==> config.mk <==
export PLATFORM = sky130hd
export DESIGN_NAME = exec_core
export DESIGN_NICKNAME = d
export VERILOG_FILES = /design/src/isa_pkg.sv /design/src/stage_pkg.sv /design/src/stage_if.sv /design/src/exec_core.sv /design/src/alu_exec.sv /design/src/inst_window.sv /design/src/reg_manage.sv /design/src/inst_decoder.sv
export VERILOG_INCLUDE_DIRS = /design/src
export SDC_FILE = /design/constraint.sdc
export NUM_CORES = 2
export LEC_CHECK = 0
export BUFFER_PORTS_ARGS = -buffer_cell sky130_fd_sc_hd__clkbuf_2
export CORE_MARGIN = 2
export CORE_UTILIZATION = 50
export DETAILED_ROUTE_END_ITERATION = 7
export GPL_ROUTABILITY_DRIVEN = 0
export HOLD_SLACK_MARGIN = 0.06
export PLACE_DENSITY_LB_ADDON = 0.15
export SETUP_SLACK_MARGIN = 0.3
export SLEW_MARGIN = 10
export SYNTH_ARGS = -nofsm -noshare
export SYNTH_HDL_FRONTEND = slang
export SYNTH_SLANG_ARGS = --single-unit
==> constraint.sdc <==
create_clock -name clk -period 12.43 [get_ports clk]
set_input_delay 0.6215 -clock clk [delete_from_list [all_inputs] [get_ports clk]]
set_output_delay 0.6215 -clock clk [all_outputs]
set_load 0.02 [all_outputs]
==> src/core_defs.svh <==
`ifndef CORE_DEFS_SVH
`define CORE_DEFS_SVH

// datapath widths
`define LEN_WORD     32
`define LEN_INST     32
`define LEN_REG_ADDR 5

// instruction window
`define WIN_DEPTH    4
`define WIN_IDX      2

// input queue depth, also the credits held by the sender after reset
`define INST_Q_DEPTH 4

`endif
==> src/isa_pkg.sv <==
package isa_pkg;

    // major opcodes handled by this slice
    typedef enum logic [6:0] {
        OPC_OP     = 7'b0110011,
        OPC_OP_IMM = 7'b0010011,
        OPC_LUI    = 7'b0110111
    } opcode_e;

    typedef enum logic [3:0] {
        ALU_ADD    = 4'd0,
        ALU_SUB    = 4'd1,
        ALU_SLL    = 4'd2,
        ALU_SLT    = 4'd3,
        ALU_SLTU   = 4'd4,
        ALU_XOR    = 4'd5,
        ALU_SRL    = 4'd6,
        ALU_SRA    = 4'd7,
        ALU_OR     = 4'd8,
        ALU_AND    = 4'd9,
        // lui result is the immediate itself
        ALU_PASS_B = 4'd10
    } alu_op_e;

endpackage

==> src/stage_pkg.sv <==
`include "core_defs.svh"

package stage_pkg;
    import isa_pkg::*;

    // register fields of one instruction, order bit marks a used field
    typedef struct packed {
        logic                     rs1_order;
        logic [`LEN_REG_ADDR-1:0] va_rs1;
        logic                     rs2_order;
        logic [`LEN_REG_ADDR-1:0] va_rs2;
        logic                     rd_order;
        logic [`LEN_REG_ADDR-1:0] va_rd;
    } inst_vreg_t;

    // decoder to window
    typedef struct packed {
        alu_op_e              alu_op;
        inst_vreg_t           inst_vreg;
        logic [`LEN_WORD-1:0] d_imm;
        logic                 use_imm;
    } dec_exec_info_t;

    // register manager to window
    typedef struct packed {
        logic                 rs1_ready;
        logic [`LEN_WORD-1:0] d_rs1;
        logic                 rs2_ready;
        logic [`LEN_WORD-1:0] d_rs2;
        logic                 rd_ready;
    } inst_d_r_t;

    // window to ALU, d_rs2 already carries the immediate
    typedef struct packed {
        alu_op_e                  alu_op;
        logic [`LEN_REG_ADDR-1:0] va_rd;
        logic [`LEN_WORD-1:0]     d_rs1;
        logic [`LEN_WORD-1:0]     d_rs2;
    } exec_info_t;

    // write-back broadcast
    typedef struct packed {
        logic                     order;
        logic [`LEN_REG_ADDR-1:0] va_rd;
        logic [`LEN_WORD-1:0]     d_rd;
    } write_d_r_t;

endpackage

==> src/stage_if.sv <==
interface dispatch_if import stage_pkg::*; ();
    logic           valid;
    logic           stall;
    logic           rd_busy;
    logic           win_full;
    dec_exec_info_t info;

    // either side can hold the queue head
    assign stall = rd_busy | win_full;

    modport decoder (
        output valid, info,
        input  stall
    );
    modport regs (
        input  valid, info, stall,
        output rd_busy
    );
    modport window (
        input  valid, info, stall,
        output win_full
    );
endinterface

interface wb_if import stage_pkg::*; ();
    logic       issue_valid;
    exec_info_t issue;
    write_d_r_t wd;

    modport exec (
        input  issue_valid, issue,
        output wd
    );
    modport window (
        output issue_valid, issue,
        input  wd
    );
    modport regs (
        input  wd
    );
endinterface

==> src/exec_core.sv <==
`include "core_defs.svh"

module exec_core import stage_pkg::*; (
    input  logic                     clk,
    input  logic                     rst_n,
    input  logic                     in_valid,
    input  logic [`LEN_INST-1:0]     in_inst,
    output logic                     in_credit,
    output logic                     wb_valid,
    output logic [`LEN_REG_ADDR-1:0] wb_rd,
    output logic [`LEN_WORD-1:0]     wb_data
);
    dispatch_if dsp ();
    wb_if       wb ();

    inst_d_r_t inst_d_r;

    inst_decoder u_decoder (
        .clk       (clk),
        .rst_n     (rst_n),
        .in_valid  (in_valid),
        .in_inst   (in_inst),
        .in_credit (in_credit),
        .dsp       (dsp.decoder)
    );

    reg_manage u_reg_manage (
        .clk      (clk),
        .rst_n    (rst_n),
        .dsp      (dsp.regs),
        .wb       (wb.regs),
        .inst_d_r (inst_d_r)
    );

    inst_window u_inst_window (
        .clk      (clk),
        .rst_n    (rst_n),
        .dsp      (dsp.window),
        .inst_d_r (inst_d_r),
        .wb       (wb.window)
    );

    alu_exec u_alu_exec (
        .clk   (clk),
        .rst_n (rst_n),
        .wb    (wb.exec)
    );

    // result port is always accepted
    assign wb_valid = wb.wd.order;
    assign wb_rd    = wb.wd.va_rd;
    assign wb_data  = wb.wd.d_rd;

endmodule

==> src/alu_exec.sv <==
`include "core_defs.svh"

module alu_exec import isa_pkg::*, stage_pkg::*; (
    input logic clk,
    input logic rst_n,
    wb_if.exec  wb
);
    localparam int SHAMT_W = $clog2(`LEN_WORD);

    logic                     s1_valid;
    exec_info_t               s1;
    logic [SHAMT_W-1:0]       shamt;
    logic [`LEN_WORD-1:0]     result;
    logic                     s2_order;
    logic [`LEN_REG_ADDR-1:0] s2_rd;
    logic [`LEN_WORD-1:0]     s2_data;

    always_ff @(posedge clk or negedge rst_n) begin
        if (!rst_n) begin
            s1_valid <= 1'b0;
        end else begin
            s1_valid <= wb.issue_valid;
        end
    end

    always_ff @(posedge clk) begin
        s1 <= wb.issue;
    end

    assign shamt = s1.d_rs2[SHAMT_W-1:0];

    always_comb begin
        case (s1.alu_op)
            ALU_ADD:  result = s1.d_rs1 + s1.d_rs2;
            ALU_SUB:  result = s1.d_rs1 - s1.d_rs2;
            ALU_SLL:  result = s1.d_rs1 << shamt;
            ALU_SLT:  result = {{(`LEN_WORD-1){1'b0}}, $signed(s1.d_rs1) < $signed(s1.d_rs2)};
            ALU_SLTU: result = {{(`LEN_WORD-1){1'b0}}, s1.d_rs1 < s1.d_rs2};
            ALU_XOR:  result = s1.d_rs1 ^ s1.d_rs2;
            ALU_SRL:  result = s1.d_rs1 >> shamt;
            ALU_SRA:  result = $unsigned($signed(s1.d_rs1) >>> shamt);
            ALU_OR:   result = s1.d_rs1 | s1.d_rs2;
            ALU_AND:  result = s1.d_rs1 & s1.d_rs2;
            default:  result = s1.d_rs2;
        endcase
    end

    // x0 destinations execute but never broadcast
    always_ff @(posedge clk or negedge rst_n) begin
        if (!rst_n) begin
            s2_order <= 1'b0;
        end else begin
            s2_order <= s1_valid && s1.va_rd != '0;
        end
    end

    always_ff @(posedge clk) begin
        s2_rd   <= s1.va_rd;
        s2_data <= result;
    end

    assign wb.wd = '{order: s2_order, va_rd: s2_rd, d_rd: s2_data};

endmodule

==> src/inst_window.sv <==
`include "core_defs.svh"

module inst_window import stage_pkg::*; (
    input  logic       clk,
    input  logic       rst_n,
    dispatch_if.window dsp,
    input  inst_d_r_t  inst_d_r,
    wb_if.window       wb
);
    logic [`WIN_DEPTH-1:0] valid;
    logic [`WIN_DEPTH-1:0] n_valid;
    logic [`WIN_DEPTH-1:0] ready;
    dec_exec_info_t        info   [`WIN_DEPTH];
    dec_exec_info_t        n_info [`WIN_DEPTH];
    inst_d_r_t             opr    [`WIN_DEPTH];
    inst_d_r_t             n_opr  [`WIN_DEPTH];
    logic                  issue_hit;
    logic [`WIN_IDX-1:0]   sel;
    logic                  dispatch;

    assign dispatch     = dsp.valid && !dsp.stall;
    assign dsp.win_full = &valid;

    // index 0 is the oldest, so scan downwards and keep the last hit
    always_comb begin
        issue_hit = 1'b0;
        sel       = '0;
        for (int i = `WIN_DEPTH - 1; i >= 0; i--) begin
            ready[i] = valid[i] && opr[i].rs1_ready && opr[i].rs2_ready;
            if (ready[i]) begin
                issue_hit = 1'b1;
                sel       = `WIN_IDX'(i);
            end
        end
    end

    assign wb.issue_valid = issue_hit;
    assign wb.issue = '{alu_op: info[sel].alu_op,
                        va_rd:  info[sel].inst_vreg.va_rd,
                        d_rs1:  opr[sel].d_rs1,
                        d_rs2:  opr[sel].d_rs2};

    always_comb begin
        int   src;
        logic placed;
        placed = 1'b0;
        for (int i = 0; i < `WIN_DEPTH; i++) begin
            // entries behind the issued one move up a slot
            src = (issue_hit && i >= int'(sel)) ? i + 1 : i;
            if (src < `WIN_DEPTH) begin
                n_valid[i] = valid[src];
                n_info[i]  = info[src];
                n_opr[i]   = opr[src];
            end else begin
                n_valid[i] = 1'b0;
                n_info[i]  = info[i];
                n_opr[i]   = opr[i];
            end
            // operand wakeup
            if (wb.wd.order && !n_opr[i].rs1_ready
                && n_info[i].inst_vreg.va_rs1 == wb.wd.va_rd) begin
                n_opr[i].rs1_ready = 1'b1;
                n_opr[i].d_rs1     = wb.wd.d_rd;
            end
            if (wb.wd.order && !n_opr[i].rs2_ready
                && n_info[i].inst_vreg.va_rs2 == wb.wd.va_rd) begin
                n_opr[i].rs2_ready = 1'b1;
                n_opr[i].d_rs2     = wb.wd.d_rd;
            end
            // new entry lands in the first free slot, already bypassed upstream
            if (dispatch && !n_valid[i] && !placed) begin
                n_valid[i] = 1'b1;
                n_info[i]  = dsp.info;
                n_opr[i]   = inst_d_r;
                placed     = 1'b1;
            end
        end
    end

    always_ff @(posedge clk or negedge rst_n) begin
        if (!rst_n) begin
            valid <= '0;
        end else begin
            valid <= n_valid;
        end
    end

    always_ff @(posedge clk) begin
        info <= n_info;
        opr  <= n_opr;
    end

    // every dispatch lands in a free slot
    a_no_dsp_full: assert property (@(posedge clk) disable iff (!rst_n)
        dispatch |=> $countones(valid)
                     == $past($countones(valid)) + 1 - $past(int'(issue_hit)));

endmodule

==> src/reg_manage.sv <==
`include "core_defs.svh"

module reg_manage import stage_pkg::*; (
    input  logic      clk,
    input  logic      rst_n,
    dispatch_if.regs  dsp,
    wb_if.regs        wb,
    output inst_d_r_t inst_d_r
);
    localparam int NUM_REGS = 2 ** `LEN_REG_ADDR;

    logic [`LEN_WORD-1:0] regs [NUM_REGS];
    logic [NUM_REGS-1:0]  busy;
    inst_vreg_t           vreg;
    logic                 wb_wr;
    logic                 dispatch;
    logic [`LEN_WORD:0]   opr1;
    logic [`LEN_WORD:0]   opr2;

    assign vreg     = dsp.info.inst_vreg;
    assign wb_wr    = wb.wd.order;
    assign dispatch = dsp.valid && !dsp.stall;

    // ready bit and value of one source, unused fields and x0 read as ready zero
    function automatic logic [`LEN_WORD:0] read_opr(
        input logic                     used,
        input logic [`LEN_REG_ADDR-1:0] addr
    );
        if (!used || addr == '0) begin
            return {1'b1, {`LEN_WORD{1'b0}}};
        end
        // same-cycle write-back bypass
        if (wb_wr && wb.wd.va_rd == addr) begin
            return {1'b1, wb.wd.d_rd};
        end
        return {!busy[addr], regs[addr]};
    endfunction

    always_comb begin
        opr1 = read_opr(vreg.rs1_order, vreg.va_rs1);
        opr2 = read_opr(vreg.rs2_order, vreg.va_rs2);
    end

    // a release on this cycle already frees the destination
    assign dsp.rd_busy = vreg.rd_order && vreg.va_rd != '0 && busy[vreg.va_rd]
                         && !(wb_wr && wb.wd.va_rd == vreg.va_rd);

    assign inst_d_r.rs1_ready = opr1[`LEN_WORD];
    assign inst_d_r.d_rs1     = opr1[`LEN_WORD-1:0];
    assign inst_d_r.rs2_ready = opr2[`LEN_WORD];
    assign inst_d_r.d_rs2     = dsp.info.use_imm ? dsp.info.d_imm : opr2[`LEN_WORD-1:0];
    assign inst_d_r.rd_ready  = !dsp.rd_busy;

    always_ff @(posedge clk or negedge rst_n) begin
        if (!rst_n) begin
            busy <= '0;
        end else begin
            if (wb_wr) begin
                busy[wb.wd.va_rd] <= 1'b0;
            end
            // set wins over a same-cycle release of the same register
            if (dispatch && vreg.rd_order && vreg.va_rd != '0) begin
                busy[vreg.va_rd] <= 1'b1;
            end
        end
    end

    always_ff @(posedge clk) begin
        if (wb_wr) begin
            regs[wb.wd.va_rd] <= wb.wd.d_rd;
        end
    end

    a_wb_to_busy: assert property (@(posedge clk) disable iff (!rst_n)
        wb_wr |-> busy[wb.wd.va_rd]);

endmodule

==> src/inst_decoder.sv <==
`include "core_defs.svh"

module inst_decoder import isa_pkg::*, stage_pkg::*; (
    input  logic                 clk,
    input  logic                 rst_n,
    input  logic                 in_valid,
    input  logic [`LEN_INST-1:0] in_inst,
    output logic                 in_credit,
    dispatch_if.decoder          dsp
);
    localparam int PTR_W = $clog2(`INST_Q_DEPTH);

    logic [`LEN_INST-1:0] q_mem [`INST_Q_DEPTH];
    logic [PTR_W-1:0]     wr_ptr;
    logic [PTR_W-1:0]     rd_ptr;
    logic [PTR_W:0]       count;
    logic [`LEN_INST-1:0] head;
    logic                 pop;
    opcode_e              opcode;
    logic [2:0]           funct3;
    dec_exec_info_t       dec;

    assign head   = q_mem[rd_ptr];
    assign opcode = opcode_e'(head[6:0]);
    assign funct3 = head[14:12];

    assign dsp.valid = (count != '0);
    assign dsp.info  = dec;
    assign pop       = dsp.valid && !dsp.stall;

    always_ff @(posedge clk) begin
        if (in_valid) begin
            q_mem[wr_ptr] <= in_inst;
        end
    end

    always_ff @(posedge clk or negedge rst_n) begin
        if (!rst_n) begin
            wr_ptr    <= '0;
            rd_ptr    <= '0;
            count     <= '0;
            in_credit <= 1'b0;
        end else begin
            if (in_valid) begin
                wr_ptr <= wr_ptr + 1'b1;
            end
            if (pop) begin
                rd_ptr <= rd_ptr + 1'b1;
            end
            case ({in_valid, pop})
                2'b10:   count <= count + 1'b1;
                2'b01:   count <= count - 1'b1;
                default: count <= count;
            endcase
            // slot freed by the dispatch goes back to the sender
            in_credit <= pop;
        end
    end

    always_comb begin
        dec = '0;
        dec.inst_vreg.va_rs1 = head[19:15];
        dec.inst_vreg.va_rs2 = head[24:20];
        dec.inst_vreg.va_rd  = head[11:7];
        case (funct3)
            3'b000:  dec.alu_op = (opcode == OPC_OP && head[30]) ? ALU_SUB : ALU_ADD;
            3'b001:  dec.alu_op = ALU_SLL;
            3'b010:  dec.alu_op = ALU_SLT;
            3'b011:  dec.alu_op = ALU_SLTU;
            3'b100:  dec.alu_op = ALU_XOR;
            // srai keeps bit 30 in its immediate field
            3'b101:  dec.alu_op = head[30] ? ALU_SRA : ALU_SRL;
            3'b110:  dec.alu_op = ALU_OR;
            default: dec.alu_op = ALU_AND;
        endcase
        case (opcode)
            OPC_OP: begin
                dec.inst_vreg.rs1_order = 1'b1;
                dec.inst_vreg.rs2_order = 1'b1;
                dec.inst_vreg.rd_order  = 1'b1;
            end
            OPC_OP_IMM: begin
                dec.inst_vreg.rs1_order = 1'b1;
                dec.inst_vreg.rd_order  = 1'b1;
                dec.d_imm   = {{(`LEN_WORD-12){head[31]}}, head[31:20]};
                dec.use_imm = 1'b1;
            end
            OPC_LUI: begin
                dec.inst_vreg.rd_order = 1'b1;
                dec.alu_op  = ALU_PASS_B;
                dec.d_imm   = {head[31:12], 12'b0};
                dec.use_imm = 1'b1;
            end
            default: dec.alu_op = ALU_PASS_B;
        endcase
    end

    // the sender only pushes while it holds a credit
    a_no_push_full: assert property (@(posedge clk) disable iff (!rst_n)
        in_valid |-> count != `INST_Q_DEPTH);

    a_known_opcode: assert property (@(posedge clk) disable iff (!rst_n)
        dsp.valid |-> opcode inside {OPC_OP, OPC_OP_IMM, OPC_LUI});

endmodule

==> results.md <==
- Outcome: completed
- Proportion of total power due to net switching: 44.59%
- Sequential cell area fraction in the yosys report: between 50% and 60%
- Leak: 31.93 nW
- Reg2Reg Launch Point: u_decoder.rd_ptr[1]
- Data required time at the worst endpoint: 12.94 ns
- Placed cells: ~8.5k
- H-tree depth reported by CTS: 4
- Number of vias in the routed layout: 61.27k
- Final hold slack: about 0.36 ns
- Number of unique standard cell types used by synthesis: 88
- Number of maximum-capacitance violations: 0
- Worst hold path depth: 0
- Cell area after synthesis: 0.08513 mm²
- Startpoint of the worst setup timing path: u_decoder.rd_ptr[1]
- Worst Hold Path EP: u_alu_exec.s2_rd[1]
- FFs w/ async S/R, synth: 2.791%
- Worst rel slew slack: 16.33%
- FF-to-FF path depth: 11
- First DRT Iteration DRCs: 9141
- Number of buffers on the longest clock path: 3
- Final period utilization: 50.54%
- Total clock buffers created by CTS: 173
- Insertion delay to the later sink of the worst-skew pair: 0.86 ns
- Number of nets in the synthesized netlist: approximately 6.8k
- Fraction of the mapped netlist area in simple logic gates: 9.864%
- Remaining antenna violation count after routing: 0
- Worst min-delay path category: reg2reg
- Measured slew at the worst slew-check pin: 1.242 ns
- Std-Cell Core Area: 0.1693 mm²
- Setup skew after layout: a little over 0.08 ns
- Post-Route Setup TNS: 0 ns
- Reg power frac: roughly 30%
- Aggregate routed wire length: 286800 µm
- Final count of negative-setup-slack endpoints: 0
- Compound-gate portion of the synthesized area: 10.54%
- Number of antenna violations at the first check in global routing: 13
- Half-perimeter wire length after detailed placement: approximately 170000 µm
- Maximum frequency from static timing analysis: roughly 160 MHz
- Synthesized area per cell: ~13 µm²
- Largest fanout on the critical path: 48
- Area Growth Syn to Fin: 9.789%
- Startpoint of the lowest-slack hold path: u_alu_exec.s1[65]
- Layout Utilization: a little under three fifths
- Final Hold Fails: 0
- Post-route DRC violation count: 0
- Die area: 0.1736 mm²
- Net Switching: ~0.013 W
- Portion of total power attributed to the clock network: 16.8%
- Ratio of cells with drive above 1 in the final layout: 18.28%
- Power share of the combinational group: 53.2%
- Final non-filler cell total: 8865
- Post-synthesis xor/xnor area fraction: 0.8848%
- Number of flops mapped to enable cells by yosys: 1444
- Most used DFF post-synth: sky130_fd_sc_hd__edfxtp_1
- Adder-cell area share of the yosys netlist: 1.570%
- Power Internal: 0.01673 W
- Ant. Diodes: 0
- Number of detailed-route iterations in the first pass: 6
- Multiplexer share of the synthesized area: about 17%
- Overall fraction of global-route tracks in use: between 30% and 40%
- Aggregate global routing overflow: 0
- Critical path class: reg2reg
- Initial cell density of the core: roughly half
- Flops & latches, synth: 1648
- Vias in the first global route: 58.70k
- Largest net degree at the start of global routing: 125
- DR vias/cell: between 6 and 7
- Synth Instances: 6632
- IR drop worst, VDD: 0.0002266 V
- Reg-to-reg endpoint: u_inst_window.opr[258]
- Number of I/O port buffers: 73
- PD cells: 323.0 mW/mm²
- Total number of placement rows: 151
- Total power: 0.03019 W
- WL per Instance: between 30 and 40 µm
- CTS tree: built
- Horizontal die dimension: 416.6 µm
- Clock root buffer: sky130_fd_sc_hd__clkbuf_16
- Period minus WS final: between 6 and 7 ns
- Yosys warning count: 0
- Sinks on the clock net: 1648
- First-pass GRT wire length: roughly 410000 µm
- Net count reported at finish: 6651
- Register clock-pin slew on the reported worst setup and hold paths: 0.06 ns
- CP arrival: ~6.8 ns
- Main combinational cell family by area after synthesis: multiplexers
- Slew Limit Fails: 0
- Overall die height: 416.6 µm
- Unrepaired setup endpoints after global routing: no
- Register-to-register setup slack: between 6 and 7 ns
- Setup crit start kind: register
- Number of I/O pins: 74
- CP endpoint kind: register
metrics by stage:
step	setup WS [ns]	instance area, µm²
5_1_grt	5.776	93460
3_3_place_gp	6.196	87640
4_1_cts	6.119	93460
2_1_floorplan	8.112	85130
6_report	6.148	93460
3_5_place_dp	6.145	87640
cell usage after synthesis, drive strengths merged (142+ instances only):
cell,count,area (µm²)
inv,164,615.6
edfxtp,1444,43360
nand3,356,1782
nand2,808,3033
a21oi,225,1126
a31oi,276,1727
buf,200,1072
a211oi,142,1066
mux4,570,12840
nor2,400,1501
mux2i,165,1652
dfxtp,158,3163
o21ai,329,1647
clkbuf,387,1453
cells by family (layout without fill, tap and decap cells):
logic type / count (synthesis) / after routing
buf+inv: 755 / 770
mux: 764 / 764
flops: 1648 / 1648
simple gates: 1890 / 1890
fa+ha+maj: 105 / 105
xor+xnor: 86 / 86
compound gates: 1384 / 1384
cell type report:
type | count | area, µm²
tap | 2218 | 2775
multi-input combinational | 4229 | 34740
fill | 13810 | 75820
clock inverter | 84 | 805.8
inverter | 168 | 630.6
sequential | 1648 | 47720
timing repair buffer | 291 | 2112
clock buffer | 227 | 4678
power by group through the flow:
stage | registers [W] | logic [W] | clock network [W]
6_report | 0.00905 | 0.0160 | 0.00509
5_1_grt | 0.00916 | 0.0170 | 0.00534
4_1_cts | 0.00901 | 0.0158 | 0.00513
3_5_place_dp | 0.00912 | 0.0157 | 0
3_3_place_gp | 0.00907 | 0.0155 | 0
2_1_floorplan | 0.00902 | 0.0106 | 0
critical path, cell delays in order, from the launching register on:
cell,delay [ns]
sky130_fd_sc_hd__dfrtp_2,0.34
sky130_fd_sc_hd__buf_4,0.52
sky130_fd_sc_hd__mux4_4,0.89
sky130_fd_sc_hd__buf_4,0.69
sky130_fd_sc_hd__buf_4,0.89
sky130_fd_sc_hd__buf_4,0.62
sky130_fd_sc_hd__mux4_2,0.57
sky130_fd_sc_hd__mux4_2,0.48
sky130_fd_sc_hd__a22oi_1,0.31
sky130_fd_sc_hd__nand2_1,0.25
sky130_fd_sc_hd__nor2_1,0.19
sky130_fd_sc_hd__a31oi_1,0.06
sequential cells by signal (all words and copies together), names as in the netlist:
register	count
u_inst_window.info	76
u_alu_exec.s2_data	32
u_decoder.rd_ptr	2
u_reg_manage.regs	1024
u_alu_exec.s2_rd	5
u_inst_window.valid	4
u_decoder.in_credit	1
u_alu_exec.s2_order	1
u_decoder.count	3
u_reg_manage.busy	32
u_decoder.q_mem	128
u_alu_exec.s1	73
u_inst_window.opr	264
u_alu_exec.s1_valid	1
u_decoder.wr_ptr	2
metal layers:
layer / track usage (%) / part of all wire [%] / vias to the layer above
li1: - / - / 25490
met3: 8.023 / 12 / 782
met1: 44.20 / 38 / 30950
met2: 49.96 / 45 / 4025
met5: 0.5279 / 0.084 / -
met4: 14.90 / 5.0 / 22
worst max-delay path by stage:
| stage | endpoint | slack [ns] |
|---|---|---|
| 3_3_place_gp | u_inst_window.opr[258] | 6.20 |
| 5_1_grt | u_inst_window.opr[258] | 5.78 |
| 3_5_place_dp | u_inst_window.opr[258] | 6.14 |
| 2_1_floorplan | u_inst_window.opr[202] | 8.11 |
| 4_1_cts | u_inst_window.opr[258] | 6.12 |
| 6_report | u_inst_window.opr[258] | 6.15 |
repair_timing:
item,4_1_cts,5_1_grt
resized for setup,0,0
setup buffers,0,0
endpoints found under the setup margin,0,0
hold buffers,34,0
hold endpoints to repair,176,0
layout by cell type (no fill, tap or decap), types with 19 or more instances in the layout:
master / n
sky130_fd_sc_hd__a31oi_1: 276
sky130_fd_sc_hd__edfxtp_1: 1444
sky130_fd_sc_hd__inv_1: 161
sky130_fd_sc_hd__xnor2_1: 62
sky130_fd_sc_hd__mux2i_1: 165
sky130_fd_sc_hd__and2_1: 82
sky130_fd_sc_hd__buf_4: 182
sky130_fd_sc_hd__mux2_2: 19
sky130_fd_sc_hd__nand3_1: 350
sky130_fd_sc_hd__nor3_1: 30
sky130_fd_sc_hd__nor2_4: 35
sky130_fd_sc_hd__ha_1: 102
sky130_fd_sc_hd__a22oi_1: 88
sky130_fd_sc_hd__and3_1: 40
sky130_fd_sc_hd__nor2b_1: 59
sky130_fd_sc_hd__mux4_2: 563
sky130_fd_sc_hd__o211ai_1: 26
sky130_fd_sc_hd__xor2_1: 24
sky130_fd_sc_hd__clkbuf_1: 45
sky130_fd_sc_hd__clkbuf_2: 73
sky130_fd_sc_hd__clkinv_2: 24
sky130_fd_sc_hd__a211oi_1: 142
sky130_fd_sc_hd__a32oi_1: 29
sky130_fd_sc_hd__nor2_1: 360
sky130_fd_sc_hd__o21ai_1: 38
sky130_fd_sc_hd__o22ai_1: 19
sky130_fd_sc_hd__nand2_1: 806
sky130_fd_sc_hd__o2111ai_1: 34
sky130_fd_sc_hd__a221o_1: 25
sky130_fd_sc_hd__o21ai_0: 291
sky130_fd_sc_hd__clkbuf_16: 178
sky130_fd_sc_hd__a21oi_1: 225
sky130_fd_sc_hd__clkinv_1: 39
sky130_fd_sc_hd__a21o_1: 23
sky130_fd_sc_hd__dfxtp_1: 125
sky130_fd_sc_hd__dfrtp_1: 44
sky130_fd_sc_hd__a221oi_1: 34
sky130_fd_sc_hd__dlygate4sd3_1: 34
sky130_fd_sc_hd__dfxtp_2: 32
(Power assumes the default switching activity.)
